### src/design/dac_settings.svh
`ifndef DAC_SETTINGS_SVH
`define DAC_SETTINGS_SVH

////////////////////
// Board population
////////////////////

// One SPI channel per DAC chip
`define DAC_NUM_CHANNELS 8

// Bits per DAC write frame
`define DAC_WORD_BITS 24

////////////////////
// Timing
////////////////////

// System clock cycles per SCK half period
`define DAC_SCK_HALF 2

// LDAC length after reset, pulse is this plus two cycles
`define DAC_LDAC_DEFAULT 40

`endif

### src/design/dac_pkg.sv
`include "dac_settings.svh"

package dac_pkg;

    // Widths with a meaning
    typedef logic [`DAC_WORD_BITS-1:0]            dac_word_t;
    typedef logic [$clog2(`DAC_NUM_CHANNELS)-1:0] dac_chan_t;
    typedef logic [`DAC_NUM_CHANNELS-1:0]         dac_chan_mask_t;
    typedef logic [7:0]                           ldac_len_t;

    // Command opcodes, codes 5 to 7 are undefined
    typedef enum logic [2:0] {
        OP_WRITE         = 3'd0,
        OP_LDAC          = 3'd1,
        OP_SET_LDAC_LEN  = 3'd2,
        OP_READ_LDAC_LEN = 3'd3,
        OP_RESET         = 3'd4
    } dac_opcode_t;

    typedef enum logic [1:0] {
        REPLY_ACK     = 2'd0,
        REPLY_BUSY    = 2'd1,
        REPLY_UNKNOWN = 2'd2
    } dac_reply_code_t;

    typedef struct packed {
        dac_opcode_t opcode;
        dac_chan_t   chan;
        dac_word_t   data;
    } dac_cmd_t;

    typedef struct packed {
        dac_reply_code_t code;
        ldac_len_t       data;
    } dac_reply_t;

endpackage

### src/design/dac_cmd_decoder.sv
`timescale 1ns/1ps
`include "dac_settings.svh"

module dac_cmd_decoder (
    input  logic                    CLK100MHZ,
    input  logic                    rst_n,
    input  logic                    cmd_valid,
    input  dac_pkg::dac_cmd_t       cmd,
    input  dac_pkg::dac_chan_mask_t chan_busy,
    input  logic                    ldac_pending,
    output dac_pkg::dac_chan_mask_t start,
    output dac_pkg::dac_word_t      start_word,
    output logic                    abort,
    output logic                    ldac_req,
    output dac_pkg::ldac_len_t      ldac_len,
    output logic                    reply_valid,
    output dac_pkg::dac_reply_t     reply
);

    dac_pkg::dac_chan_mask_t start_next;
    dac_pkg::dac_reply_t     reply_next;
    logic                    abort_next;
    logic                    ldac_next;
    logic                    len_load;

    ////////////////////
    // Opcode decode
    ////////////////////

    always_comb begin
        start_next      = '0;
        abort_next      = 1'b0;
        ldac_next       = 1'b0;
        len_load        = 1'b0;
        reply_next.code = dac_pkg::REPLY_ACK;
        reply_next.data = '0;
        case (cmd.opcode)
            dac_pkg::OP_WRITE: begin
                // A start still in flight counts as busy
                if (chan_busy[cmd.chan] || start[cmd.chan]) begin
                    reply_next.code = dac_pkg::REPLY_BUSY;
                end else begin
                    start_next = dac_pkg::dac_chan_mask_t'(1) << cmd.chan;
                end
            end
            dac_pkg::OP_LDAC: begin
                if (ldac_pending || ldac_req) begin
                    reply_next.code = dac_pkg::REPLY_BUSY;
                end else begin
                    ldac_next = 1'b1;
                end
            end
            dac_pkg::OP_SET_LDAC_LEN: begin
                len_load = 1'b1;
            end
            dac_pkg::OP_READ_LDAC_LEN: begin
                reply_next.data = ldac_len;
            end
            dac_pkg::OP_RESET: begin
                abort_next = 1'b1;
            end
            default: begin
                reply_next.code = dac_pkg::REPLY_UNKNOWN;
            end
        endcase
    end

    ////////////////////
    // Registered pulses and reply
    ////////////////////

    always_ff @(posedge CLK100MHZ or negedge rst_n) begin
        if (!rst_n) begin
            start       <= '0;
            abort       <= 1'b0;
            ldac_req    <= 1'b0;
            reply_valid <= 1'b0;
            reply       <= '0;
            ldac_len    <= dac_pkg::ldac_len_t'(`DAC_LDAC_DEFAULT);
        end else begin
            start       <= cmd_valid ? start_next : '0;
            abort       <= cmd_valid & abort_next;
            ldac_req    <= cmd_valid & ldac_next;
            reply_valid <= cmd_valid;
            if (cmd_valid) begin
                reply <= reply_next;
            end
            // Length takes the low byte of the data field
            if (cmd_valid && len_load) begin
                ldac_len <= cmd.data[$bits(dac_pkg::ldac_len_t)-1:0];
            end
        end
    end

    // Data word goes to every channel, only the started one loads it
    always_ff @(posedge CLK100MHZ) begin
        if (cmd_valid && cmd.opcode == dac_pkg::OP_WRITE) begin
            start_word <= cmd.data;
        end
    end

endmodule

### src/design/dac_spi_channel.sv
`timescale 1ns/1ps
`include "dac_settings.svh"

module dac_spi_channel (
    input  logic               CLK100MHZ,
    input  logic               rst_n,
    input  logic               start,
    input  dac_pkg::dac_word_t word,
    input  logic               abort,
    output logic               busy,
    output logic               cs_n,
    output logic               sck,
    output logic               sdo
);

    localparam int HALF_W = $clog2(`DAC_SCK_HALF + 1);
    localparam int BIT_W  = $clog2(`DAC_WORD_BITS);
    localparam int MSB    = `DAC_WORD_BITS - 1;

    localparam logic [HALF_W-1:0] HALF_LAST = HALF_W'(`DAC_SCK_HALF - 1);
    localparam logic [BIT_W-1:0]  LAST_BIT  = BIT_W'(`DAC_WORD_BITS - 1);

    typedef enum logic [1:0] {
        IDLE,
        SHIFT,
        FINISH
    } spi_state_t;

    spi_state_t         state;
    logic [HALF_W-1:0]  half_cnt;
    logic [BIT_W-1:0]   bit_cnt;
    dac_pkg::dac_word_t shreg;
    logic               half_tick;
    logic               shift_now;

    assign half_tick = (half_cnt == HALF_LAST);
    // Falling SCK moves the next bit onto sdo
    assign shift_now = (state == SHIFT) && half_tick && sck;
    assign busy      = (state != IDLE);

    always_ff @(posedge CLK100MHZ or negedge rst_n) begin
        if (!rst_n) begin
            state    <= IDLE;
            half_cnt <= '0;
            bit_cnt  <= '0;
            cs_n     <= 1'b1;
            sck      <= 1'b0;
            sdo      <= 1'b0;
        end else if (abort) begin
            state <= IDLE;
            cs_n  <= 1'b1;
            sck   <= 1'b0;
            sdo   <= 1'b0;
        end else begin
            case (state)
                IDLE: begin
                    if (start) begin
                        state    <= SHIFT;
                        cs_n     <= 1'b0;
                        sdo      <= word[MSB];
                        half_cnt <= '0;
                        bit_cnt  <= '0;
                    end
                end
                SHIFT: begin
                    if (!half_tick) begin
                        half_cnt <= half_cnt + 1'b1;
                    end else begin
                        half_cnt <= '0;
                        sck      <= ~sck;
                        if (sck && bit_cnt == LAST_BIT) begin
                            // Last bit sampled, park sdo before cs_n rises
                            sdo   <= 1'b0;
                            state <= FINISH;
                        end else if (sck) begin
                            bit_cnt <= bit_cnt + 1'b1;
                            sdo     <= shreg[MSB-1];
                        end
                    end
                end
                FINISH: begin
                    cs_n  <= 1'b1;
                    state <= IDLE;
                end
                default: state <= IDLE;
            endcase
        end
    end

    always_ff @(posedge CLK100MHZ) begin
        if (state == IDLE && start) begin
            shreg <= word;
        end else if (shift_now) begin
            shreg <= shreg << 1;
        end
    end

endmodule

### src/design/dac_ldac_pulser.sv
`timescale 1ns/1ps

module dac_ldac_pulser (
    input  logic                    CLK100MHZ,
    input  logic                    rst_n,
    input  logic                    ldac_req,
    input  dac_pkg::ldac_len_t      ldac_len,
    input  dac_pkg::dac_chan_mask_t chan_busy,
    input  logic                    abort,
    output logic                    ldac_pending,
    output logic                    ldac_n
);

    localparam int CNT_W = $bits(dac_pkg::ldac_len_t) + 1;

    typedef enum logic [1:0] {
        IDLE,
        WAIT_IDLE,
        PULSE
    } ldac_state_t;

    ldac_state_t        state;
    dac_pkg::ldac_len_t len_q;
    logic [CNT_W-1:0]   cnt;

    assign ldac_pending = (state != IDLE);

    ////////////////////
    // Pulse FSM
    ////////////////////

    always_ff @(posedge CLK100MHZ or negedge rst_n) begin
        if (!rst_n) begin
            state  <= IDLE;
            cnt    <= '0;
            ldac_n <= 1'b1;
        end else if (abort) begin
            state  <= IDLE;
            ldac_n <= 1'b1;
        end else begin
            case (state)
                IDLE: begin
                    if (ldac_req) begin
                        state <= WAIT_IDLE;
                    end
                end
                WAIT_IDLE: begin
                    // Hold off until no chip select is active
                    if (chan_busy == '0) begin
                        ldac_n <= 1'b0;
                        cnt    <= {1'b0, len_q} + 1'b1;
                        state  <= PULSE;
                    end
                end
                PULSE: begin
                    if (cnt == '0) begin
                        ldac_n <= 1'b1;
                        state  <= IDLE;
                    end else begin
                        cnt <= cnt - 1'b1;
                    end
                end
                default: state <= IDLE;
            endcase
        end
    end

    // Length is frozen at request time
    always_ff @(posedge CLK100MHZ) begin
        if (state == IDLE && ldac_req) begin
            len_q <= ldac_len;
        end
    end

endmodule

### src/design/dac_controller_top.sv
`timescale 1ns/1ps
`include "dac_settings.svh"

module dac_controller_top (
    input  logic                    CLK100MHZ,
    input  logic                    rst_n,
    input  logic                    cmd_valid,
    input  dac_pkg::dac_cmd_t       cmd,
    output logic                    reply_valid,
    output dac_pkg::dac_reply_t     reply,
    output dac_pkg::dac_chan_mask_t cs_n,
    output dac_pkg::dac_chan_mask_t sck,
    output dac_pkg::dac_chan_mask_t sdo,
    output logic                    ldac_n
);

    dac_pkg::dac_chan_mask_t start;
    dac_pkg::dac_word_t      start_word;
    dac_pkg::dac_chan_mask_t chan_busy;
    dac_pkg::ldac_len_t      ldac_len;
    logic                    abort;
    logic                    ldac_req;
    logic                    ldac_pending;

    dac_cmd_decoder i_decoder (
        .CLK100MHZ    (CLK100MHZ),
        .rst_n        (rst_n),
        .cmd_valid    (cmd_valid),
        .cmd          (cmd),
        .chan_busy    (chan_busy),
        .ldac_pending (ldac_pending),
        .start        (start),
        .start_word   (start_word),
        .abort        (abort),
        .ldac_req     (ldac_req),
        .ldac_len     (ldac_len),
        .reply_valid  (reply_valid),
        .reply        (reply)
    );

    // One serializer per DAC chip
    for (genvar i = 0; i < `DAC_NUM_CHANNELS; i++) begin : g_chan
        dac_spi_channel i_chan (
            .CLK100MHZ (CLK100MHZ),
            .rst_n     (rst_n),
            .start     (start[i]),
            .word      (start_word),
            .abort     (abort),
            .busy      (chan_busy[i]),
            .cs_n      (cs_n[i]),
            .sck       (sck[i]),
            .sdo       (sdo[i])
        );
    end

    dac_ldac_pulser i_pulser (
        .CLK100MHZ    (CLK100MHZ),
        .rst_n        (rst_n),
        .ldac_req     (ldac_req),
        .ldac_len     (ldac_len),
        .chan_busy    (chan_busy),
        .abort        (abort),
        .ldac_pending (ldac_pending),
        .ldac_n       (ldac_n)
    );

endmodule

### config.mk
export PLATFORM = sky130hd
export DESIGN_NAME = dac_controller_top
export DESIGN_NICKNAME = d
export VERILOG_FILES = /design/src/design/dac_pkg.sv /design/src/design/dac_cmd_decoder.sv /design/src/design/dac_spi_channel.sv /design/src/design/dac_ldac_pulser.sv /design/src/design/dac_controller_top.sv
export VERILOG_INCLUDE_DIRS = /design/src /design/src/design
export SDC_FILE = /design/constraint.sdc
export NUM_CORES = 1
export LEC_CHECK = 0
export BUFFER_PORTS_ARGS = -buffer_cell sky130_fd_sc_hd__buf_2
export CORE_MARGIN = 4
export CORE_UTILIZATION = 40
export CTS_CLUSTER_DIAMETER = 120
export DETAILED_ROUTE_END_ITERATION = 7
export SETUP_SLACK_MARGIN = 0.15
export SLEW_MARGIN = 40
export SYNTH_ARGS = -nofsm -noshare
export SYNTH_HDL_FRONTEND = slang
export SYNTH_SLANG_ARGS = --single-unit
### constraint.sdc
create_clock -name CLK100MHZ -period 2.8 [get_ports CLK100MHZ]
set_input_delay 0.28 -clock CLK100MHZ [delete_from_list [all_inputs] [get_ports CLK100MHZ]]
set_output_delay 0.28 -clock CLK100MHZ [all_outputs]
set_load 0.01 [all_outputs]
**After elaboration in Yosys (flattened, before gate mapping)**

Index checks and enable logic that the tools add are counted.

- $add $sub $neg: 18
- Order comparisons: 1
- Equality and inequality tests: 107
- Shift operators: 1
- Mux-type cells: 243
- Bitwise operators: 11
- Reduce and logical (&&, ||, !) cells: 160

Operator list:

| cell | count |
|---|---|
| $mux 23 | 16 |
| $mux 5 | 32 |
| $mux 2 | 52 |
| $mux 1 | 91 |
| $reduce_bool 2->1 | 42 |
| $pmux 5 s2 | 8 |
| $pmux 2 s2 | 16 |
| $reduce_and 3->1 | 18 |
| $ne 3x3->1 const B | 17 |
| $reduce_bool 3->1 | 17 |
| $reduce_and 6->1 | 8 |
| $add 5x1->5 const B | 8 |
| $eq 5x5->1 const B | 8 |
| $reduce_and 4->1 | 9 |
| $logic_and 1x1->1 | 35 |
| $eq 2x1->1 const B | 17 |
| $ne 2x1->1 const B | 17 |
| $ne 2x2->1 const B | 17 |
| $pmux 1 s2 | 17 |
| $mux 8 | 4 |
| $ne 4x3->1 const B | 8 |
| $reduce_and 2->1 | 16 |
| $ne 3x2->1 const B | 10 |
| $eq 2x2->1 const B | 9 |
| other kinds (20) | 49 |

- Bits in registers: 353
- Input bits: 33
- Output and inout port bits: 36
- Logic and storage cells: 609

**Depth between registers and ports, before layout**

Gate-level depths: netlist of the first run.

- Depth in word-level cells: 7
- Gate-level depth with buffers: 7
- Gate-level depth less buffers: 7

**Hierarchy**

Synthesis of the first run repeated with hierarchy kept, for this count alone.

- Cells, all modules: 1145
- Area, all modules: 16140.5 um2

Modules (own cells, without submodules):

| module | times used | cells each | area each (um2) | seq. area each (um2) |
|---|---|---|---|---|
| dac_spi_channel at g_chan[0].i_chan ... | 6 | 111 | 1621.6 | 992.2 |
| dac_spi_channel at g_chan[6].i_chan ... | 2 | 111 | 1612.8 | 992.2 |
| dac_cmd_decoder | 1 | 131 | 1911.8 | 1448.9 |
| dac_ldac_pulser | 1 | 126 | 1273.7 | 541.8 |

**Worst setup path before layout of the first run**

OpenSTA, ideal clock, no wires.

- Kind: flip-flop to flip-flop
- Start: register g_chan[1].i_chan.state[0]
- End: register g_chan[1].i_chan.sdo
- Library setup time: 0.100 ns
- Arrival: 2.316 ns
- Slack: 0.384 ns
- Cell stages (with the launch flop): 6
- Clock period less this slack: 2.416 ns
- Path through: dfrtp_1 clkbuf_1 nand3_1 a21oi_1 nor2_1 a311oi_1

- Word-level cells in the longest chain between the ends: 3

RTL lines:

| item | line | source |
|---|---|---|
| start, declared | dac_spi_channel.sv:29 | `spi_state_t state;` |
| start signal, assigned | dac_spi_channel.sv:43 | `state <= IDLE;` |
| start signal, assigned | dac_spi_channel.sv:50 | `state <= IDLE;` |
| start signal, assigned | dac_spi_channel.sv:58 | `state <= SHIFT;` |
| $eq 2x1->1 / $logic_not 2->1 (equally long branches) | dac_spi_channel.sv:55 | `case (state)` |
| $ne 4x3->1 (no line), or another cell as far along | -- |  |
| $reduce_and 4->1 (no line) / $mux 1 (equally long branches) | -- |  |
| end signal, assigned | dac_spi_channel.sv:60 | `sdo <= word[MSB];` |
| end signal, assigned | dac_spi_channel.sv:77 | `sdo <= shreg[MSB-1];` |
| end, declared | dac_spi_channel.sv:13 | `output logic sdo` |

Parallel ways exist; a longest one is shown, timed or not.
A chain may end at the register's enable or synchronous reset.

**Final worst setup path of the first run**

- Start: register g_chan[3].i_chan.state[1]
- End: register i_pulser.cnt[4]

- Word-level cells in the longest chain between the ends: 4

RTL lines:

| item | line | source |
|---|---|---|
| start, declared | dac_spi_channel.sv:29 |  |
| start signal, assigned | dac_spi_channel.sv:43 |  |
| start signal, assigned | dac_spi_channel.sv:50 |  |
| start signal, assigned | dac_spi_channel.sv:58 |  |
| $reduce_bool 2->1 | dac_spi_channel.sv:39 | `assign busy = (state != IDLE);` |
| $logic_not 8->1 | dac_ldac_pulser.sv:49 | `if (chan_busy == '0) begin` |
| $ne 2x1->1 (no line) | -- |  |
| $reduce_and 4->1 (no line) | -- |  |
| end signal, assigned | dac_ldac_pulser.sv:51 | `cnt <= {1'b0, len_q} + 1'b1;` |
| end signal, assigned | dac_ldac_pulser.sv:60 | `cnt <= cnt - 1'b1;` |
| end, declared | dac_ldac_pulser.sv:24 | `logic [CNT_W-1:0] cnt;` |

Every way passes these cells.

==> results of run 1 <==
==> final cells by class <==
| class | instances | area (sq um) |
|---|---|---|
| inverter | 38 | 143 |
| clock inverter | 21 | 188 |
| clock buffer | 52 | 1100 |
| multi-input combinational | 848 | 5390 |
| fill | 3458 | 20500 |
| sequential | 353 | 9930 |
| timing repair buffer | 130 | 935 |
| tap | 518 | 648 |
==> per-layer routing <==
| metal | up-vias | track usage | part of all wire |
|---|---|---|---|
| met5 | - | 0 | 0 |
| li1 | 4881 | - | - |
| met1 | 5039 | 0.222 | 0.45 |
| met4 | 0 | 0.0564 | 0.027 |
| met3 | 53 | 0.0294 | 0.045 |
| met2 | 211 | 0.270 | 0.47 |
==> sequential cells by signal, summed over array words and instances, names as in the netlist, 2 cells and up <==
register,flops
g_chan.i_chan.bit_cnt,40
g_chan.i_chan.cs_n,8
g_chan.i_chan.half_cnt,16
g_chan.i_chan.sck,8
g_chan.i_chan.sdo,8
g_chan.i_chan.shreg,184
g_chan.i_chan.state,16
i_decoder.ldac_len,8
i_decoder.reply,10
i_decoder.start,8
i_decoder.start_word,24
i_pulser.cnt,9
i_pulser.len_q,8
i_pulser.state,2
==> logic make-up after synthesis <==
kind of cell / share of synthesized area
AO/OA/AOI/OAI: 0.0654
XOR/XNOR: 0.0205
adder cells (fa/ha/maj): 0.0111
buffers and inverters: 0.0344
flip-flops: 0.628
multiplexers: 0.0888
AND/OR/NAND/NOR: 0.152
==> critical path, delay by kind of cell, from the launching register on <==
family,cells,cell delay [ns]
buffers and inverters,1,0.20
DFF,1,0.47
AOI/OAI and AO/OA,3,0.64
and+or+nand+nor,2,0.94
==> metrics by stage <==
step / worst slack (ns) / hold slack (ns) / area, sq um / utilization
floorplan: 0.384 / -0.0156 / 15800 / -
global placement: 0.332 / 0.264 / 16700 / 0.431
detailed placement: 0.293 / 0.273 / 16700 / 0.431
CTS: 0.274 / 0.0214 / 18300 / 0.472
global route: 0.284 / 0.0382 / 18300 / 0.472
finish: 0.388 / 0.0414 / 18300 / 0.472
==> power groups by stage <==
| stage | Sequential (W) | Clock, W | Combinational, W |
|---|---|---|---|
| detailed placement | 0.00636 | 0 | 0.00147 |
| floorplan | 0.00623 | 0 | 0.00118 |
| global route | 0.00631 | 0.00547 | 0.00168 |
| global placement | 0.00634 | 0 | 0.00142 |
| finish | 0.00626 | 0.00511 | 0.00150 |
| CTS | 0.00626 | 0.00526 | 0.00151 |
==> synthesized netlist by cell type, types with 18 or more instances <==
cell | instances | area [sq um]
o21ai_0 | 52 | 260
clkbuf_1 | 46 | 173
buf_4 | 24 | 180
edfxtp_1 | 216 | 6490
nor2_1 | 84 | 315
a21oi_1 | 28 | 140
mux2_2 | 122 | 1370
nand2b_1 | 18 | 113
nand3_1 | 28 | 140
nor3_1 | 21 | 105
xnor2_1 | 21 | 184
dfrtp_1 | 126 | 3150
inv_1 | 38 | 143
nand2_1 | 259 | 972
==> timing repair <==
action / CTS / global route
setup buffers: 0 / 2
endpoints found under the setup margin: 0 / 1
hold endpoints to repair: 75 / 0
hold buffers: 29 / 0
==> path summary, 6_finish.rpt <==
kind	from	slack (ns)	cells past startpoint	end
max in group asynchronous	rst_n	1.73	3	i_pulser.ldac_n
min in group asynchronous	rst_n	0.26	2	g_chan[1].i_chan.sck
max reg2reg	g_chan[3].i_chan.state[1]	0.39	6	i_pulser.cnt[4]
min	cmd[29]	0.04	3	i_decoder.abort
max	g_chan[3].i_chan.state[1]	0.39	6	i_pulser.cnt[4]
min reg2reg	g_chan[4].i_chan.half_cnt[1]	0.50	1	g_chan[4].i_chan.half_cnt[1]
==> flow_summary.json, run 1 <==
{
  "syn_avg_cell_area_sq_um": 12.0,
  "synth_fp_nets": 1364,
  "drtPass1Iterations": 5,
  "final_common_cell": "nand2_1",
  "grt.overflow.total": 0,
  "finalHoldViolations": 0,
  "routed_wl_um": 34700,
  "antenna_cells": 0,
  "vias_per_cell": 5.20,
  "rows": 72,
  "final-instance-count-excl-fill": 1960,
  "fmax_mhz": 415,
  "dp_cells": 1856,
  "fin_skew_ns": 0.0183,
  "rsz0062_at_grt": "false",
  "place.detailed.hpwl_um": 22600,
  "p_seq_frac": 0.487,
  "setup_violations": 0,
  "async_reset_ff_frac": 0.388,
  "grt_pass1_vias": 10200,
  "first_iter_violations": 741,
  "cpMaxStageDelayCell": "or4_1",
  "dieWidth_um": 207,
  "slew_headroom": 0.523,
  "numCtsBuffers": 40,
  "die-height_um": 207,
  "critPathMaxStageDelay_ns": 0.63,
  "synth_cells": 1317,
  "core_sq_um": 38800,
  "powerDensity_nw_per_um2": 702,
  "place_congestion": 0.838,
  "synth_warnings": 0,
  "synthDistinctLibCells": 65,
  "synth-edff-count": 216,
  "worst-setup-path-type": "register to register",
  "p_clk_frac": 0.397,
  "min_path_type": "primary input to register",
  "groute.usage.overall": 0.164,
  "grt_start_max_net_pins": 60,
  "worstSkewPairLatency_ns": 0.54,
  "cp-start-kind": "register",
  "status": "finished, final reports clean",
  "cap_violations": 0,
  "crit_path_max_fanout": 8,
  "initial_utilization": 0.407,
  "worst_setup_path_end_kind": "register",
  "post_cts_resized": 0,
  "ys_seq_elements": 353,
  "p_leak_nw": 7.36,
  "final_cell_mix": "nand2_1 (259), edfxtp_1 (216), dfrtp_1 (125)",
  "die_area_sq_um": 42800,
  "combinationalPowerShare": 0.116,
  "ctsLongestPathBuffers": 3,
  "cts.htree.levels": 2,
  "maxSlewViolCount": 0,
  "power_w": 0.0129,
  "ys.flop_type": "edfxtp_1",
  "routedWlPerCell_um": 17.7,
  "critPathRequiredTime_ns": 3.17,
  "fin_crit_ns": 2.41,
  "path_cells": "or4_1 -> o41ai_4 -> buf_4 -> and3b_1 -> a41o_1 -> a211oi_1",
  "final_nets": 1458,
  "io_pins": 69,
  "p_int_w": 0.00957,
  "vdd_drop_max_uv": 443,
  "grt_pass1_wl_um": 55800,
  "worstMarginPinSlew_ns": 0.709,
  "antenna_found_initial": 0,
  "area_growth_syn_to_layout_pct": 15.9,
  "p_sw_w": 0.00330,
  "cts_sinks": 353,
  "antenna_left": 0,
  "finalCritPeriodShare": 0.861,
  "cts_tree": "yes",
  "vias": 10200,
  "synth_area_sq_um": 15800,
  "arrival_ns": 2.78,
  "root_buffer": "clkbuf_16",
  "setup_tns_ns": 0,
  "yosysSeqAreaShare": 0.628,
  "p_sw_frac": 0.256,
  "portBuffers": 68,
  "drive_gt1_frac": 0.218,
  "drcViolationCount": 0,
  "clkTransAtPathRegs_ns": 0.07
}
No activity file was read; power rests on OpenSTA's default activity.
==> inputs of run 2 (changes only) <==
Settings changed: CORE_UTILIZATION 40 to 30.
==> run 2 against run 1 <==
Critical path depth stayed put. Die area is 32% higher. Largest power group unchanged. Fmax is 0.65% higher. Utilization is 12 points lower. Largest cell class unchanged.
==> flow_summary.json, run 2 (same netlist as run 1, synthesis figures left out) <==
{
  "r2r_end": "i_pulser.cnt[7]",
  "critPathRequiredTime_ns": 3.27,
  "area_growth_syn_to_layout_pct": 16.6,
  "dieWidth_um": 238,
  "antenna_left": 0,
  "status": "finished, final reports clean",
  "final_cell_mix": "nand2_1 (258), edfxtp_1 (216), dfrtp_1 (125)",
  "finalCritPeriodShare": 0.856,
  "cts_tree": "yes",
  "cap_violations": 0,
  "first_iter_violations": 657,
  "min_to": "i_decoder.ldac_req",
  "hold_start": "cmd[27]",
  "min_path_cells": 3,
  "min_path_type": "primary input to register",
  "worstSkewPairLatency_ns": 0.55,
  "slew_headroom": 0.432,
  "final_util": 0.357,
  "numCtsBuffers": 39,
  "drcViolationCount": 0,
  "largest_reg_flops": 184,
  "powerDensity_nw_per_um2": 686,
  "worstMarginPinSlew_ns": 0.841,
  "cts_sinks": 353,
  "routed_wl_um": 34800,
  "rrSetupSlack_ns": 0.40,
  "maxSlewViolCount": 0,
  "place.detailed.hpwl_um": 23000,
  "crit_path_max_fanout": 17,
  "grt.overflow.total": 0,
  "setup_tns_ns": 0,
  "fin_crit_ns": 2.40,
  "portBuffers": 68,
  "vias": 10200,
  "path_delay_family": "compound AO/OA/AOI/OAI gates",
  "root_buffer": "clkbuf_16",
  "antenna_cells": 0,
  "fin_skew_ns": 0.0243,
  "die-height_um": 238,
  "holdWs_ns": 0.0382,
  "arrival_ns": 2.87,
  "seqCellArea_sq_um": 9930,
  "grt_pass1_vias": 10100,
  "place_congestion": 0.824,
  "antenna_found_initial": 0,
  "n_fill_cell": 5036,
  "cts.htree.levels": 2,
  "initial_utilization": 0.306,
  "groute.usage.overall": 0.123,
  "worst_setup_path_end_kind": "register",
  "clkTransAtPathRegs_ns": 0.06,
  "path_cells": "or4_4 -> o41ai_4 -> buf_4 -> nand3b_4 -> o31ai_1 -> a221o_1",
  "drive_gt1_frac": 0.213,
  "worst-setup-path-type": "register to register",
  "vdd_drop_max_uv": 411,
  "grt_pass1_wl_um": 56400,
  "p_leak_nw": 7.30,
  "setup_slack_ns": 0.404,
  "finalHoldViolations": 0,
  "final_nets": 1454,
  "vias_per_cell": 4.80,
  "rows": 83,
  "io_pins": 69,
  "rsz0062_at_grt": "false",
  "critical_path_buf_inv_count": 1,
  "place_ws_ns": 0.395,
  "critPathMaxStageDelay_ns": 0.58,
  "routedWlPerCell_um": 16.4,
  "largest_register": "g_chan.i_chan.shreg",
  "fmax_mhz": 417,
  "reg_top3": "g_chan.i_chan.shreg (184), g_chan.i_chan.bit_cnt (40), i_decoder.start_word (24)",
  "cp-start-kind": "register",
  "multi_input_area_sq_um": 5390,
  "r2r-start": "g_chan[5].i_chan.state[1]",
  "setup_violations": 0,
  "grt_start_max_net_pins": 74,
  "ctsLongestPathBuffers": 3,
  "core_sq_um": 51700,
  "post_cts_resized": 0,
  "cpMaxStageDelayCell": "or4_4",
  "final_common_cell": "nand2_1",
  "die_area_sq_um": 56500,
  "r2r_cells": 6,
  "drtPass1Iterations": 5
}
run 2: changes by cell type in the layout (fill, tap and decap cells not counted), sizes merged:
cell	before	now
clkinv	16	7
clkinvlp	1	2
bufinv	3	2
buf	101	99
inv	39	40
clkbuf	52	59
dlygate4sd3	29	28
run 2: power breakdown:
part | internal [W] | switching [W]
combinational | 0.000634 | 0.000854
clock | 0.00284 | 0.00208
sequential | 0.00588 | 0.000373
run 2: worst max path at each step:
| stage | to | slack [ns] | start | cells past startpoint |
|---|---|---|---|---|
| floorplan | g_chan[1].i_chan.sdo | 0.38 | g_chan[1].i_chan.state[0] | 5 |
| global placement | i_pulser.cnt[4] | 0.46 | g_chan[5].i_chan.state[1] | 6 |
| detailed placement | i_pulser.cnt[7] | 0.39 | g_chan[5].i_chan.state[1] | 6 |
| CTS | i_pulser.cnt[7] | 0.39 | g_chan[5].i_chan.state[1] | 6 |
| global route | i_pulser.cnt[8] | 0.26 | g_chan[5].i_chan.state[1] | 6 |
| finish | i_pulser.cnt[7] | 0.40 | g_chan[5].i_chan.state[1] | 6 |
run 2: metrics by stage:
step	instances	power (W)	cell area [sq um]
CTS	2118	0.0128	18400
floorplan	1317	0.00741	15800
global placement	2018	0.00778	16900
global route	2118	0.0133	18400
detailed placement	2018	0.00783	16900
finish	2118	0.0127	18400
run 2: tightest hold or removal path, delay by kind of cell:
kind	cells	cell delay, ns
buffers and inverters	1	0.13
AND/OR/NAND/NOR	2	0.11
run 2: area by class of cell:
cell class,count,share of cell area
inverters,38,0.00773
clock buffers,59,0.0575
flip-flops and latches,353,0.538
repair buffers,127,0.0493
well taps,680,0.0461
clock inverters,13,0.00855
multi-input cells,848,0.292
run 2: repair_timing:
| action | in CTS | in global routing |
|---|---|---|
| setup buffers | 0 | 0 |
| hold buffers | 28 | 0 |
| hold endpoints to repair | 57 | 0 |
run 2: per-layer routing:
layer | share of wire | global-route usage
met5 | 0 | 0
met4 | 0.035 | 0.0462
met3 | 0.040 | 0.0232
met2 | 0.47 | 0.200
met1 | 0.45 | 0.163
